[src/logic/platform_config.svh]
/* Platform configuration: data bus address map, bus widths and timer width */

`ifndef PLATFORM_CONFIG_SVH
`define PLATFORM_CONFIG_SVH

// Bus widths
`define PLAT_ADDR_W 32
`define PLAT_DATA_W 32

// Main memory region
`define MEM_BASE    32'h0000_0000
`define MEM_LAST    32'h000F_FFFF

// IO windows, one per register block
`define GPIO_BASE   32'h0010_0000
`define TIMER_BASE  32'h0010_0010
`define IO_WINDOW   32'd16

// mtime and mtimecmp
`define TIMER_W     64

`endif

[src/logic/bus_pkg.sv]
/* Data bus types: request and response payloads, opcodes, responses, targets */

`default_nettype none

`include "platform_config.svh"

package bus_pkg;

    typedef logic [`PLAT_ADDR_W-1:0]   addr_t;
    typedef logic [`PLAT_DATA_W-1:0]   data_t;
    typedef logic [`PLAT_DATA_W/8-1:0] strb_t;

    typedef enum logic {OP_READ, OP_WRITE} op_e;

    // Same encoding as the AXI4-lite xRESP field
    typedef enum logic [1:0] {
        RESP_OKAY   = 2'd0,
        RESP_SLVERR = 2'd2,
        RESP_DECERR = 2'd3
    } resp_e;

    typedef enum logic [1:0] {TGT_MEM, TGT_GPIO, TGT_TIMER, TGT_NONE} target_e;

    typedef struct packed {
        op_e   op;
        addr_t addr;
        data_t wdata;
        strb_t strb;
    } bus_req_t;

    typedef struct packed {
        data_t rdata;
        resp_e resp;
    } bus_rsp_t;

endpackage

`default_nettype wire

[src/logic/io_pkg.sv]
/* Register bank link types and the register maps of GPIO and timer */

`default_nettype none

package io_pkg;

    import bus_pkg::*;

    typedef struct packed {
        op_e        op;
        logic [3:0] offset;
        data_t      wdata;
        strb_t      strb;
    } io_req_t;

    typedef struct packed {
        data_t rdata;
        resp_e resp;
    } io_rsp_t;

    typedef enum logic [3:0] {
        GPIO_OUT = 4'h0,
        GPIO_IN  = 4'h4
    } gpio_reg_e;

    typedef enum logic [3:0] {
        MTIME_LO    = 4'h0,
        MTIME_HI    = 4'h4,
        MTIMECMP_LO = 4'h8,
        MTIMECMP_HI = 4'hC
    } timer_reg_e;

    // Byte lane merge shared by all register banks
    function automatic data_t apply_strobes(input data_t old_val, input data_t new_val,
                                            input strb_t strb);
        data_t merged;
        merged = old_val;
        for (int i = 0; i < $bits(strb_t); i++) begin
            if (strb[i]) begin
                merged[8*i +: 8] = new_val[8*i +: 8];
            end
        end
        return merged;
    endfunction

endpackage

`default_nettype wire

[src/logic/request_slice.sv]
/* Request slice: one registered stage on the incoming request channel */

`timescale 1ns/10ps
`default_nettype none

module request_slice (
    input  logic              aclk,
    input  logic              rst,
    input  logic              req_valid,
    output logic              req_ready,
    input  bus_pkg::bus_req_t req,
    output logic              stage_valid,
    input  logic              stage_ready,
    output bus_pkg::bus_req_t stage_req
);

    // Free when empty or when the entry leaves this cycle
    assign req_ready = !stage_valid || stage_ready;

    always_ff @(posedge aclk) begin
        if (rst) begin
            stage_valid <= 1'b0;
        end else if (req_ready) begin
            stage_valid <= req_valid;
        end
    end

    always_ff @(posedge aclk) begin
        if (req_valid && req_ready) begin
            stage_req <= req;
        end
    end

endmodule

`default_nettype wire

[src/logic/address_decoder.sv]
/* Address decoder that routes each request to memory, GPIO or timer and
   returns one response at a time, with decode errors for unmapped space */

`timescale 1ns/10ps
`default_nettype none

`include "platform_config.svh"

module address_decoder (
    input  logic              aclk,
    input  logic              rst,
    input  logic              stage_valid,
    output logic              stage_ready,
    input  bus_pkg::bus_req_t stage_req,
    output logic              rsp_valid,
    input  logic              rsp_ready,
    output bus_pkg::bus_rsp_t rsp,
    output logic              mem_req_valid,
    input  logic              mem_req_ready,
    output bus_pkg::bus_req_t mem_req,
    input  logic              mem_rsp_valid,
    output logic              mem_rsp_ready,
    input  bus_pkg::bus_rsp_t mem_rsp,
    output logic              gpio_sel,
    output logic              timer_sel,
    output io_pkg::io_req_t   io_req,
    input  logic              gpio_ack,
    input  io_pkg::io_rsp_t   gpio_rsp,
    input  logic              timer_ack,
    input  io_pkg::io_rsp_t   timer_rsp
);

    import bus_pkg::*;
    import io_pkg::*;

    typedef enum logic [1:0] {ST_IDLE, ST_MEM_REQ, ST_WAIT, ST_RESP} state_e;

    state_e   state;
    target_e  tgt;
    target_e  tgt_q;
    addr_t    mem_off;
    addr_t    gpio_off;
    addr_t    timer_off;
    logic     accept;
    logic     rsp_done;
    bus_rsp_t rsp_next;

    //////////////////////////////
    // Address map
    //////////////////////////////

    assign mem_off   = stage_req.addr - `MEM_BASE;
    assign gpio_off  = stage_req.addr - `GPIO_BASE;
    assign timer_off = stage_req.addr - `TIMER_BASE;

    always_comb begin
        if (mem_off <= (`MEM_LAST - `MEM_BASE)) begin
            tgt = TGT_MEM;
        end else if (gpio_off < `IO_WINDOW) begin
            tgt = TGT_GPIO;
        end else if (timer_off < `IO_WINDOW) begin
            tgt = TGT_TIMER;
        end else begin
            tgt = TGT_NONE;
        end
    end

    assign stage_ready = (state == ST_IDLE);
    assign accept      = stage_valid && stage_ready;

    // Register banks are strobed in the accept cycle
    assign gpio_sel  = accept && (tgt == TGT_GPIO);
    assign timer_sel = accept && (tgt == TGT_TIMER);

    // IO windows are aligned to their size
    assign io_req.op     = stage_req.op;
    assign io_req.offset = stage_req.addr[3:0];
    assign io_req.wdata  = stage_req.wdata;
    assign io_req.strb   = stage_req.strb;

    //////////////////////////////
    // Completion of the outstanding request
    //////////////////////////////

    always_comb begin
        case (tgt_q)
            TGT_MEM: begin
                rsp_done = mem_rsp_valid;
                rsp_next = mem_rsp;
            end
            TGT_GPIO: begin
                rsp_done = gpio_ack;
                rsp_next = '{rdata: gpio_rsp.rdata, resp: gpio_rsp.resp};
            end
            TGT_TIMER: begin
                rsp_done = timer_ack;
                rsp_next = '{rdata: timer_rsp.rdata, resp: timer_rsp.resp};
            end
            default: begin
                rsp_done = 1'b1;
                rsp_next = '{rdata: '0, resp: RESP_DECERR};
            end
        endcase
    end

    assign mem_req_valid = (state == ST_MEM_REQ);
    assign mem_rsp_ready = (state == ST_WAIT) && (tgt_q == TGT_MEM);
    assign rsp_valid     = (state == ST_RESP);

    always_ff @(posedge aclk) begin
        if (rst) begin
            state <= ST_IDLE;
            tgt_q <= TGT_NONE;
        end else begin
            case (state)
                ST_IDLE: begin
                    if (accept) begin
                        tgt_q <= tgt;
                        state <= (tgt == TGT_MEM) ? ST_MEM_REQ : ST_WAIT;
                    end
                end
                ST_MEM_REQ: begin
                    if (mem_req_ready) begin
                        state <= ST_WAIT;
                    end
                end
                ST_WAIT: begin
                    if (rsp_done) begin
                        state <= ST_RESP;
                    end
                end
                default: begin
                    if (rsp_ready) begin
                        state <= ST_IDLE;
                    end
                end
            endcase
        end
    end

    // Payloads held for the whole handshake
    always_ff @(posedge aclk) begin
        if (accept) begin
            mem_req <= stage_req;
        end
        if (state == ST_WAIT && rsp_done) begin
            rsp <= rsp_next;
        end
    end

endmodule

`default_nettype wire

[src/logic/gpio_bank.sv]
/* GPIO bank: byte-writable output register and synchronized input port */

`timescale 1ns/10ps
`default_nettype none

module gpio_bank (
    input  logic            aclk,
    input  logic            rst,
    input  logic            gpio_sel,
    input  io_pkg::io_req_t io_req,
    output logic            gpio_ack,
    output io_pkg::io_rsp_t gpio_rsp,
    input  bus_pkg::data_t  gpio_in,
    output bus_pkg::data_t  gpio_out
);

    import bus_pkg::*;
    import io_pkg::*;

    data_t gpio_meta;
    data_t gpio_sync;

    // Two-flop synchronizer on the pins
    always_ff @(posedge aclk) begin
        gpio_meta <= gpio_in;
        gpio_sync <= gpio_meta;
    end

    always_ff @(posedge aclk) begin
        if (rst) begin
            gpio_out <= '0;
            gpio_ack <= 1'b0;
        end else begin
            gpio_ack <= gpio_sel;
            if (gpio_sel && io_req.op == OP_WRITE && io_req.offset == GPIO_OUT) begin
                gpio_out <= apply_strobes(gpio_out, io_req.wdata, io_req.strb);
            end
        end
    end

    always_ff @(posedge aclk) begin
        if (gpio_sel) begin
            case (io_req.offset)
                GPIO_OUT: gpio_rsp <= '{rdata: gpio_out, resp: RESP_OKAY};
                // Writes here are dropped
                GPIO_IN:  gpio_rsp <= '{rdata: gpio_sync, resp: RESP_OKAY};
                default:  gpio_rsp <= '{rdata: '0, resp: RESP_SLVERR};
            endcase
        end
    end

endmodule

`default_nettype wire

[src/logic/machine_timer.sv]
/* Machine timer: mtime counts rtc rising edges, timer_irq is raised
   while mtime has reached mtimecmp */

`timescale 1ns/10ps
`default_nettype none

`include "platform_config.svh"

module machine_timer (
    input  logic            aclk,
    input  logic            rst,
    input  logic            rtc,
    input  logic            timer_sel,
    input  io_pkg::io_req_t io_req,
    output logic            timer_ack,
    output io_pkg::io_rsp_t timer_rsp,
    output logic            timer_irq
);

    import bus_pkg::*;
    import io_pkg::*;

    logic [2:0]          rtc_sync;
    logic                rtc_tick;
    logic [`TIMER_W-1:0] mtime;
    logic [`TIMER_W-1:0] mtimecmp;
    logic                wr;

    // Two sync stages, third stage for the edge
    always_ff @(posedge aclk) begin
        if (rst) begin
            rtc_sync <= '0;
        end else begin
            rtc_sync <= {rtc_sync[1:0], rtc};
        end
    end

    assign rtc_tick = rtc_sync[1] && !rtc_sync[2];
    assign wr       = timer_sel && (io_req.op == OP_WRITE);

    //////////////////////////////
    // Counter and compare
    //////////////////////////////

    always_ff @(posedge aclk) begin
        if (rst) begin
            mtime <= '0;
        end else if (wr && io_req.offset == MTIME_LO) begin
            mtime[`PLAT_DATA_W-1:0] <= apply_strobes(mtime[`PLAT_DATA_W-1:0],
                                                     io_req.wdata, io_req.strb);
        end else if (wr && io_req.offset == MTIME_HI) begin
            mtime[`TIMER_W-1:`PLAT_DATA_W] <= apply_strobes(mtime[`TIMER_W-1:`PLAT_DATA_W],
                                                            io_req.wdata, io_req.strb);
        end else if (rtc_tick) begin
            mtime <= mtime + 1'b1;
        end
    end

    always_ff @(posedge aclk) begin
        if (rst) begin
            mtimecmp <= '1;
        end else if (wr && io_req.offset == MTIMECMP_LO) begin
            mtimecmp[`PLAT_DATA_W-1:0] <= apply_strobes(mtimecmp[`PLAT_DATA_W-1:0],
                                                        io_req.wdata, io_req.strb);
        end else if (wr && io_req.offset == MTIMECMP_HI) begin
            mtimecmp[`TIMER_W-1:`PLAT_DATA_W] <= apply_strobes(
                mtimecmp[`TIMER_W-1:`PLAT_DATA_W], io_req.wdata, io_req.strb);
        end
    end

    always_ff @(posedge aclk) begin
        if (rst) begin
            timer_irq <= 1'b0;
            timer_ack <= 1'b0;
        end else begin
            timer_irq <= (mtime >= mtimecmp);
            timer_ack <= timer_sel;
        end
    end

    // Read data is the value before any write in the same access
    always_ff @(posedge aclk) begin
        if (timer_sel) begin
            case (io_req.offset)
                MTIME_LO:    timer_rsp <= '{rdata: mtime[`PLAT_DATA_W-1:0], resp: RESP_OKAY};
                MTIME_HI:    timer_rsp <= '{rdata: mtime[`TIMER_W-1:`PLAT_DATA_W],
                                            resp: RESP_OKAY};
                MTIMECMP_LO: timer_rsp <= '{rdata: mtimecmp[`PLAT_DATA_W-1:0],
                                            resp: RESP_OKAY};
                MTIMECMP_HI: timer_rsp <= '{rdata: mtimecmp[`TIMER_W-1:`PLAT_DATA_W],
                                            resp: RESP_OKAY};
                default:     timer_rsp <= '{rdata: '0, resp: RESP_SLVERR};
            endcase
        end
    end

endmodule

`default_nettype wire

[src/logic/platform_top.sv]
/* Platform top: request slice, address decoder, GPIO bank and machine timer */

`timescale 1ns/10ps
`default_nettype none

module platform_top (
    input  logic              aclk,
    input  logic              rst,
    input  logic              rtc,
    input  bus_pkg::data_t    gpio_in,
    output bus_pkg::data_t    gpio_out,
    output logic              timer_irq,
    // Requester channels
    input  logic              req_valid,
    output logic              req_ready,
    input  bus_pkg::bus_req_t req,
    output logic              rsp_valid,
    input  logic              rsp_ready,
    output bus_pkg::bus_rsp_t rsp,
    // Main memory channels
    output logic              mem_req_valid,
    input  logic              mem_req_ready,
    output bus_pkg::bus_req_t mem_req,
    input  logic              mem_rsp_valid,
    output logic              mem_rsp_ready,
    input  bus_pkg::bus_rsp_t mem_rsp
);

    import bus_pkg::*;
    import io_pkg::*;

    logic     stage_valid;
    logic     stage_ready;
    bus_req_t stage_req;
    logic     gpio_sel;
    logic     timer_sel;
    io_req_t  io_req;
    logic     gpio_ack;
    io_rsp_t  gpio_rsp;
    logic     timer_ack;
    io_rsp_t  timer_rsp;

    request_slice slice (
        .aclk        (aclk),
        .rst         (rst),
        .req_valid   (req_valid),
        .req_ready   (req_ready),
        .req         (req),
        .stage_valid (stage_valid),
        .stage_ready (stage_ready),
        .stage_req   (stage_req)
    );

    address_decoder decoder (
        .aclk          (aclk),
        .rst           (rst),
        .stage_valid   (stage_valid),
        .stage_ready   (stage_ready),
        .stage_req     (stage_req),
        .rsp_valid     (rsp_valid),
        .rsp_ready     (rsp_ready),
        .rsp           (rsp),
        .mem_req_valid (mem_req_valid),
        .mem_req_ready (mem_req_ready),
        .mem_req       (mem_req),
        .mem_rsp_valid (mem_rsp_valid),
        .mem_rsp_ready (mem_rsp_ready),
        .mem_rsp       (mem_rsp),
        .gpio_sel      (gpio_sel),
        .timer_sel     (timer_sel),
        .io_req        (io_req),
        .gpio_ack      (gpio_ack),
        .gpio_rsp      (gpio_rsp),
        .timer_ack     (timer_ack),
        .timer_rsp     (timer_rsp)
    );

    gpio_bank gpio (
        .aclk     (aclk),
        .rst      (rst),
        .gpio_sel (gpio_sel),
        .io_req   (io_req),
        .gpio_ack (gpio_ack),
        .gpio_rsp (gpio_rsp),
        .gpio_in  (gpio_in),
        .gpio_out (gpio_out)
    );

    machine_timer timer (
        .aclk      (aclk),
        .rst       (rst),
        .rtc       (rtc),
        .timer_sel (timer_sel),
        .io_req    (io_req),
        .timer_ack (timer_ack),
        .timer_rsp (timer_rsp),
        .timer_irq (timer_irq)
    );

endmodule

`default_nettype wire

[config.mk]
export PLATFORM = sky130hd
export DESIGN_NAME = platform_top
export DESIGN_NICKNAME = d
export VERILOG_FILES = /design/src/logic/bus_pkg.sv /design/src/logic/io_pkg.sv /design/src/logic/request_slice.sv /design/src/logic/address_decoder.sv /design/src/logic/gpio_bank.sv /design/src/logic/machine_timer.sv /design/src/logic/platform_top.sv
export VERILOG_INCLUDE_DIRS = /design/src /design/src/logic
export SDC_FILE = /design/constraint.sdc
export NUM_CORES = 1
export LEC_CHECK = 0
export BUFFER_PORTS_ARGS = -buffer_cell sky130_fd_sc_hd__buf_2
export CAP_MARGIN = 20
export CORE_UTILIZATION = 35
export DETAILED_ROUTE_END_ITERATION = 10
export REMOVE_ABC_BUFFERS = 1
export SYNTH_ARGS = -nofsm -noshare
export SYNTH_HDL_FRONTEND = slang
export SYNTH_HIERARCHICAL = 1
export SYNTH_SLANG_ARGS = --single-unit
[constraint.sdc]
create_clock -name aclk -period 4.9 [get_ports aclk]
set_input_delay 0 -clock aclk [delete_from_list [all_inputs] [get_ports aclk]]
set_output_delay 0 -clock aclk [all_outputs]
set_load 0.01 [all_outputs]
# Yosys cells after proc, flatten, opt, wreduce, memory -nomap -nowiden
# Cells that the tools add are included.
[word_totals]
register_bits = 475
latch_bits = 0
mem_bits_rw = 0
rom_bits = 0
in_bits = 142
output_inout_bits = 140
word_cells = 141
mem_count = 0
[op_classes]
add_sub_neg = 3
n_mul = 0
div = 0
n_lt_le_gt_ge = 4
eq_ne = 22
shifts = 0
mux = 21
n_bitwise = 2
reduce_logical = 46
[ops]
columns = ["op", "count"]
rows = [
  ["$pmux W34 S4", 1],
  ["$pmux W34 S3", 1],
  ["$mux W32", 3],
  ["$pmux W34 S2", 1],
  ["$add A64 B1 Y64 const B", 1],
  ["$ge A64 B64 Y1", 1],
  ["$lt A32 B5 Y1 const B", 2],
  ["$mux W64", 1],
  ["$sub A32 B21 Y32 const B", 2],
  ["$reduce_and A3 Y1", 12],
  ["$le A32 B20 Y1 const B", 1],
  ["$mux W8", 4],
  ["$ne A2 B2 Y1 const B", 9],
  ["$reduce_and A2 Y1", 9],
  ["$logic_and A1 B1 Y1", 14],
  ["$mux W2", 7],
  ["$eq A2 B2 Y1 const B", 4],
  ["$eq A4 B4 Y1 const B", 2],
  ["$eq A2 B1 Y1 const B", 3],
  ["$logic_not A2 Y1", 3],
  ["$ne A2 B1 Y1 const B", 3],
  ["$pmux W2 S3", 1],
  ["$eq A4 B3 Y1 const B", 1],
  ["$logic_not A4 Y1", 1],
  ["other kinds (8)", 11],
]

# Depth between registers and ports, before layout
# Gate-level depths: netlist of run 1.
[logic_depth]
ltp_word = 11
depth_mapped = 15

# Modules after synthesis
# Netlist of run 1, hierarchy kept.
[modules_own_cells]
columns = ["module", "n_inst", "cells_per_inst", "area_each_um2", "seq_area_each_um2"]
rows = [
  ["machine_timer", 1, 1197, 9928.3, 3653.5],
  ["address_decoder", 1, 340, 4703.3, 3173.0],
  ["gpio_bank", 1, 320, 4214.0, 2932.8],
  ["request_slice", 1, 74, 2127.0, 2092.0],
]

# Least setup slack after synthesis of run 1
# Ideal clock, no wire load.
[synth_path]
path_kind = "flip-flop to flip-flop"
startpoint = "register, netlist name slice/stage_req[46]"
endpoint = "register timer.mtime[57]"
arrival_ns = 4.779
setup_slack_ns = 0.045
path_stages_with_launch = 14
path_cell_list = "edfxtp_1 -> or4_4 -> or4b_1 -> a32o_1 -> a2111oi_4 -> and2_1 -> clkbuf_1 -> clkbuf_1 -> nand3_1 -> a21oi_1 -> clkbuf_1 -> nor2_1 -> a211oi_1 -> a21boi_0"
[synth_via]
elab_chain_len = 11
[synth_rtl]
columns = ["element", "line_no", "text"]
rows = [
  ["$sub A32 B21 Y32 (no source line)", "--", ""],
  ["$lt A32 B5 Y1 (no source line)", "--", ""],
  ["$mux W1", "address_decoder.sv:61", "end else if (timer_off < `IO_WINDOW) begin"],
  ["$mux W2", "address_decoder.sv:59", "end else if (gpio_off < `IO_WINDOW) begin"],
  ["$mux W2 *", "address_decoder.sv:57", "if (mem_off <= (`MEM_LAST - `MEM_BASE)) begin"],
  ["$eq A2 B2 Y1 *", "address_decoder.sv:73", "assign timer_sel = accept && (tgt == TGT_TIMER);"],
  ["$logic_and A1 B1 Y1 *", "address_decoder.sv:73", ""],
  ["named net timer_sel", "platform_top.sv:36", "logic timer_sel;"],
  ["$logic_and A1 B1 Y1 *", "machine_timer.sv:39", "assign wr = timer_sel && (io_req.op == OP_WRITE);"],
  ["$logic_and A1 B1 Y1 (on tied branches)", "machine_timer.sv:51, machine_timer.sv:48", ""],
  ["$ne A2 B2 Y1 (no source line) (tied with other cells)", "--", ""],
  ["$reduce_and A3 Y1 (no source line)", "--", ""],
  ["to (signal, indexed assignment)", "machine_timer.sv:49", "mtime[`PLAT_DATA_W-1:0] <= apply_strobes(mtime[`PLAT_DATA_W-1:0],"],
  ["to (signal, indexed assignment)", "machine_timer.sv:52", "mtime[`TIMER_W-1:`PLAT_DATA_W] <= apply_strobes(mtime[`TIMER_W-1:`PLAT_DATA_W],"],
  ["to (signal assigned)", "machine_timer.sv:55", "mtime <= mtime + 1'b1;"],
  ["to (decl)", "machine_timer.sv:25", "logic [`TIMER_W-1:0] mtime;"],
]
# Mark *: on every way through the listed nets, which the timed path passes. The rest lies on a longest branch.
# A chain may end at the register's enable or synchronous reset.

# Worst setup path in the final report of run 1
[layout_path]
startpoint = "register, netlist name slice/stage_req[46]"
endpoint = "register timer.mtime[19]"
[layout_via]
elab_chain_len = 11
[layout_rtl]
columns = ["element", "line_no"]
rows = [
  ["$sub A32 B21 Y32 (no source line)", "--"],
  ["$lt A32 B5 Y1 (no source line)", "--"],
  ["$mux W1", "address_decoder.sv:61"],
  ["$mux W2", "address_decoder.sv:59"],
  ["$mux W2 *", "address_decoder.sv:57"],
  ["$eq A2 B2 Y1 *", "address_decoder.sv:73"],
  ["$logic_and A1 B1 Y1 *", "address_decoder.sv:73"],
  ["named net timer_sel", "platform_top.sv:36"],
  ["$logic_and A1 B1 Y1 *", "machine_timer.sv:39"],
  ["$logic_and A1 B1 Y1 (on tied branches)", "machine_timer.sv:48, machine_timer.sv:51"],
  ["$ne A2 B2 Y1 (no source line) (tied with other cells)", "--"],
  ["$reduce_and A3 Y1 (no source line)", "--"],
]
# Marked as above.

==> results of run 1 <==
==> layer usage <==
metal  GRT usage (%)  routed length (um)  up-vias
li1                -                   -     7866
met1            27.1               28700     8256
met2            35.2               31600      488
met3            2.70                2860      106
met4            7.17                1880        0
met5               0                   0        -
==> synthesized netlist by cell type (4+ instances only) <==
library cell and count:
nand3_1 37, a311oi_1 4, o211ai_1 68, buf_4 44, or3_1 5, and3_1 27, a21o_1 19, nand4_1 44
nand4b_1 4, buf_2 6, a221o_1 32, a22oi_1 20, buf_1 9, inv_1 85, mux2i_1 93, a22o_1 33
a31oi_1 16, nand2_1 200, o31ai_1 15, nor4_1 18, and2_1 4, nor2_1 107, and4_1 7, o22ai_1 12
a211oi_1 22, buf_6 4, a21bo_2 5, nand2b_1 54, ha_1 69, a21oi_1 74, o41ai_1 5, a41o_1 4
o21ai_0 100, clkbuf_1 101, edfxtp_1 238, dfxtp_1 235, or4_1 7, nor3_1 19, a21boi_0 4, nor2b_1 13
==> area by class of cell <==
| class | count | area share (%) |
|---|---|---|
| Antenna cell | 1 | 0.00955 |
| Clock inverter | 30 | 1.47 |
| Sequential cell | 473 | 45.2 |
| Timing Repair Buffer | 465 | 12.1 |
| Multi-Input combinational cell | 1208 | 30.7 |
| Tap cell | 773 | 3.69 |
| Inverter | 86 | 1.24 |
| Clock buffer | 70 | 5.54 |
==> sequential cells by signal, summed over array words and instances, names as in the netlist <==
name and cells:
timer/timer_ack 1, gpio/gpio_sync 32, decoder/mem_req 69, timer/timer_rsp 33, decoder/state 2, slice/stage_valid 1, timer/rtc_sync 3, gpio/gpio_ack 1
timer/mtime 64, gpio/gpio_rsp 33, decoder/tgt_q 2, gpio/gpio_out 32, decoder/rsp 34, timer/mtimecmp 64, slice/stage_req 69, timer/timer_irq 1
gpio/gpio_meta 32
==> power by group through the flow <==
stage | Sequential (mW) | Clock [mW] | Combinational [mW]
after detailed placement | 4.74 | 0 | 0.790
after global routing | 4.68 | 4.45 | 0.956
final | 4.66 | 4.19 | 0.889
after floorplan | 4.77 | 0 | 0.299
after CTS | 4.66 | 4.29 | 0.893
after global placement | 4.74 | 0 | 0.775
==> how the worst min path moves through the flow <==
stage                                    end  slack (ns)  depth (start not counted)
after global routing      gpio/gpio_meta[21]       0.009                          2
after global placement    gpio/gpio_meta[24]        0.10                          1
after floorplan            gpio/gpio_meta[0]        0.03                          0
after CTS                 gpio/gpio_meta[29]      0.0004                          2
after detailed placement   gpio/gpio_meta[5]        0.10                          1
final                     gpio/gpio_meta[21]        0.02                          2
==> logic make-up (layout without fill, tap and decap cells) <==
kind of cell	count (synthesis)	count (layout)	synth area share [%]
compound gates	471	471	15.7
xor+xnor	1	1	0.0418
fa+ha+maj	69	69	4.12
buf+inv	250	651	5.44
flops	473	473	56.5
mux	96	96	4.60
other cells	2	3	0.0358
simple gates	569	569	13.5
==> worst max-delay path: stages (launching register included) <==
cell and delay (ns):
edfxtp_1 0.39, or4_4 0.59, or4b_1 0.53, a32o_1 0.29, a2111oi_4 0.29, and2_1 0.59, nand3_1 0.14, a21oi_1 0.86
a21bo_2 0.31, a22oi_1 0.14, nor2_1 0.06
==> impl_metrics.tcl, run 1 <==
set metrics [dict create \
    synth_top_cell_by_area "edfxtp_1" \
    drt_iter0_drc 1095 \
    synthCells 1931 \
    r2r_start "slice/stage_req[46]" \
    tns_ns 0 \
    fp.dieW_um 247 \
    insertion_delay_ns 0.61 \
    yosys_most_used_dff "edfxtp_1" \
    rsz0062_at_grt "no" \
    failed_checks "DRC" \
    synth_cell_types 82 \
    cp-startpoint "slice/stage_req[46]" \
    max_freq_ghz 0.231 \
    finalWorstSetupSlack_ns 0.569 \
    seqPwrFrac_pct 47.8 \
    h-tree-depth 2 \
    clk_path_buf_depth 3 \
    fin_crit_sh_pct 88.4 \
    synth_seq_cells 473 \
    design_area_sq_mm 0.0262 \
    switchingPower_mw 2.42 \
    fillCellCount 5462 \
    rows 89 \
    layout_common_cells "buf_2 (280), edfxtp_1 (238), dfxtp_1 (233)" \
    vdd_ir_drop_max_mv 0.291 \
    cts_hold_buf 149 \
    final_layout_size_suffix_gt1_share_pct 19.0 \
    ys_seq_area_share_pct 56.5 \
    placement.setup.worst_slack_ns 0.562 \
    ctsResizeCount 0 \
    period_needed_ns 4.33 \
    p_leak_nw 10.6 \
    multiInputGateArea_sq_mm 0.00803 \
    tightest_slew_ns 1.14 \
    hold_ws_ns 0.0233 \
    synth_top_cell_area_share_pct 34.1 \
    coreArea_sq_mm 0.0591 \
    cts-root-buf "clkbuf_16" \
    switching_share_pct 24.8 \
    dieHeight_um 247 \
    numCtsBuffers 53 \
    dp_hpwl_mm 43.4 \
    firstDrtPassIters 9 \
    antenna_found_initial 1 \
    cts.clk_slew.worst_paths_ns 0.06 \
    grt_max_degree 72 \
    port_buffers 281 \
    area_growth_pct 24.9 \
    power.total_mw 9.73 \
    clock-sinks 473 \
    relSlewSlack_pct 23.1 \
    gp_congestion 0.918 \
    finClkSkew_ns 0.0281 \
    pwr-share-comb_pct 9.1 \
    finalMaxSlewViolations 0 \
    min_path_type "primary input to flip-flop" \
    start_util_pct 35.5 \
    vias 16700 \
    power_density_mw_per_mm2 372 \
    critPathKind "flip-flop to flip-flop" \
    fin_util_pct 44.3 \
    crit_arrival_ns 4.80 \
    rr_endpoint "timer/mtime[19]" \
    placed_cells 2854 \
    setup_viol 0 \
    grt_overflow 0 \
    worstPathMaxFanout 17 \
    final_common_cell "buf_2" \
    synth_edf_count 238 \
    post_cts_buffers 0 \
    die_area_sq_mm 0.0609 \
    pwr-share-clk_pct 43.0 \
    dpl_cell_area_sq_mm 0.0228 \
    status "finished, violations left" \
    end_kind "flip-flop" \
    p_int_mw 7.32 \
    syn_area_per_cell_sq_um 10.9 \
    synthTopCellsByArea "edfxtp_1 (34%), dfxtp_1 (22%), mux2i_1 (4.4%)" \
    async_reset_ff_share_pct 0 \
    tritoncts "built" \
    ys_warn_count 6 \
    hold_viol 0 \
    r2r_slack_ns 0.57 \
    grt_pass1_wl_mm 96.7 \
    synth_area_sq_mm 0.0210 \
    postRouteAntennaNets 0 \
    final_cells 3106 \
    routed_wirelength_mm 65.0 \
    grt_pass1_vias 16500 \
    cp.required_ns 5.37 \
    io_pins 282 \
    worstSetupStartpointType "flip-flop" \
    crit_path_end "timer/mtime[19]" \
    drc 28 \
    rr_worst_depth 10 \
    cap_violations 0 \
    grt_use_total_pct 20.7 \
    min-delay-start "gpio_in[21]" \
    wl_per_cell_um 20.9 \
    seqCellArea_sq_mm 0.0119 \
    layout.nets 2498 \
    vias_per_cell 5.38 \
]
No activity file was read; power rests on OpenSTA's default activity.
==> run 2: changes to the inputs <==
--- a/config.mk
+++ b/config.mk
@@ -9,6 +9,7 @@
 export BUFFER_PORTS_ARGS = -buffer_cell sky130_fd_sc_hd__buf_2
 export CAP_MARGIN = 20
 export CORE_UTILIZATION = 35
+export CTS_BUF_LIST = sky130_fd_sc_hd__clkbuf_16
 export DETAILED_ROUTE_END_ITERATION = 10
 export REMOVE_ABC_BUFFERS = 1
 export SYNTH_ARGS = -nofsm -noshare
==> run 2 against run 1 <==
The run still ends with DRC left. Maximum frequency shrank 0.91%. Flip-flop and latch count is the same. Clock power shrank 2%. First-iteration DRC count grew 1.6%. Worst hold slack lost 0.0020 ns. Via count grew 0.15%. Die area is the same. Cell count is essentially flat. Highest routed layer unchanged.
==> impl_metrics.tcl, run 2 (synthesis gave the netlist of run 1 again) <==
set metrics [dict create \
    end_kind "flip-flop" \
    dp_hpwl_mm 43.4 \
    design_area_sq_mm 0.0262 \
    fin_crit_sh_pct 89.2 \
    finClkSkew_ns 0.0279 \
    drt-met1-wl_mm 28.4 \
    grt_use_total_pct 20.8 \
    min_path_type "primary input to flip-flop" \
    final_common_cell "buf_2" \
    coreArea_sq_mm 0.0591 \
    fp.dieW_um 247 \
    worstPathMaxFanout 17 \
    antenna_found_initial 0 \
    rows 89 \
    drc 28 \
    tightest_slew_ns 1.13 \
    power_density_mw_per_mm2 369 \
    status "finished, violations left" \
    finalMaxSlewViolations 0 \
    power.total_mw 9.65 \
    cap_violations 0 \
    hold_viol 0 \
    vias 16700 \
    numCtsBuffers 53 \
    clk_path_buf_depth 3 \
    top_layer "met4" \
    dpl_cell_area_sq_mm 0.0228 \
    area_growth_pct 24.7 \
    tritoncts "built" \
    critPathKind "flip-flop to flip-flop" \
    routed-wl-met3_mm 2.98 \
    drt_iter0_drc 1112 \
    crit_arrival_ns 4.84 \
    largestRegisters "decoder/mem_req: 69 flops, slice/stage_req: 69 flops" \
    start_util_pct 35.5 \
    relSlewSlack_pct 23.7 \
    routed_wirelength_mm 64.9 \
    postRouteAntennaNets 0 \
    clock-sinks 473 \
    cp.required_ns 5.37 \
    wl_per_cell_um 20.9 \
    p_leak_nw 10.7 \
    grt_max_degree 72 \
    final_layout_size_suffix_gt1_share_pct 19.0 \
    period_needed_ns 4.37 \
    grt_pass1_vias 16400 \
    die_area_sq_mm 0.0609 \
    h-tree-depth 2 \
    grt_overflow 0 \
    worstSetupStartpointType "flip-flop" \
    cts-root-buf "clkbuf_16" \
    grt_pass1_wl_mm 96.7 \
    cts.clk_slew.worst_paths_ns 0.06 \
    rsz0062_at_grt "no" \
    dieHeight_um 247 \
    layout_common_cells "buf_2 (280), edfxtp_1 (238), dfxtp_1 (233)" \
    vdd_ir_drop_max_mv 0.292 \
    diodes 0 \
    hold_ws_ns 0.0213 \
    failed_checks "DRC" \
    wl_met2_mm 31.7 \
    fin_util_pct 44.2 \
    insertion_delay_ns 0.61 \
    port_buffers 281 \
    firstDrtPassIters 9 \
    setup_viol 0 \
    layout.nets 2498 \
    io_pins 282 \
    vias_per_cell 5.39 \
    gp_congestion 0.918 \
    max_freq_ghz 0.229 \
]
run 2: worst paths after layout:
check / startpoint / to / slack, ns / depth (start not counted)
hold reg to reg: gpio/gpio_meta[21] / gpio/gpio_sync[21] / 0.32 / 0
setup / recovery: slice/stage_req[46] / timer/mtime[16] / 0.53 / 10
hold / removal: gpio_in[21] / gpio/gpio_meta[21] / 0.02 / 2
setup reg to reg: slice/stage_req[46] / timer/mtime[16] / 0.53 / 10
run 2: cell type report:
class                   instances  area (sq um)
multi-input cells            1208          8030
clock inverters                46           445
fillers                      5464         33000
repair buffers                465          3180
clock buffers                  54          1350
flip-flops and latches        473         11900
inverters                      86           324
well taps                     773           967
run 2: power breakdown:
part	leakage, nW	internal (mW)	switching [mW]
sequential	4.16	4.49	0.169
clock	0.919	2.39	1.72
combinational	5.58	0.356	0.532
total	10.7	7.23	2.42
run 2: routing by layer:
metal	vias to the layer above	track usage, %
met2	503	35.2
met5	-	0
met3	103	2.70
li1	7868	-
met4	0	7.17
met1	8267	27.1
run 2: stage by stage:
| step | cells | setup TNS [ns] | worst slack, ns |
|---|---|---|---|
| after detailed placement | 2854 | 0 | 0.562 |
| after CTS | 3103 | 0 | 0.546 |
| after global routing | 3105 | 0 | 0.334 |
| after floorplan | 1767 | -129.38 | -2.29 |
| after global placement | 2854 | 0 | 0.718 |
| final | 3105 | 0 | 0.529 |
run 2: worst max-delay path, cell delays in order (launching register included):
cell and delay, ns:
edfxtp_1 0.39, or4_4 0.60, or4b_1 0.53, a32o_1 0.29
a2111oi_4 0.29, and2_1 0.61, nand3_1 0.14, a21oi_1 0.88
a21bo_2 0.31, a22oi_1 0.14, nor2_1 0.06
run 2: what timing repair did:
| item | in CTS | in global routing |
|---|---|---|
| setup endpoints to repair | 0 | 0 |
| gates resized for setup | 0 | 0 |
| buffers inserted | 0 | 0 |
| hold buffers | 149 | 0 |
| hold endpoints to repair | 160 | 0 |
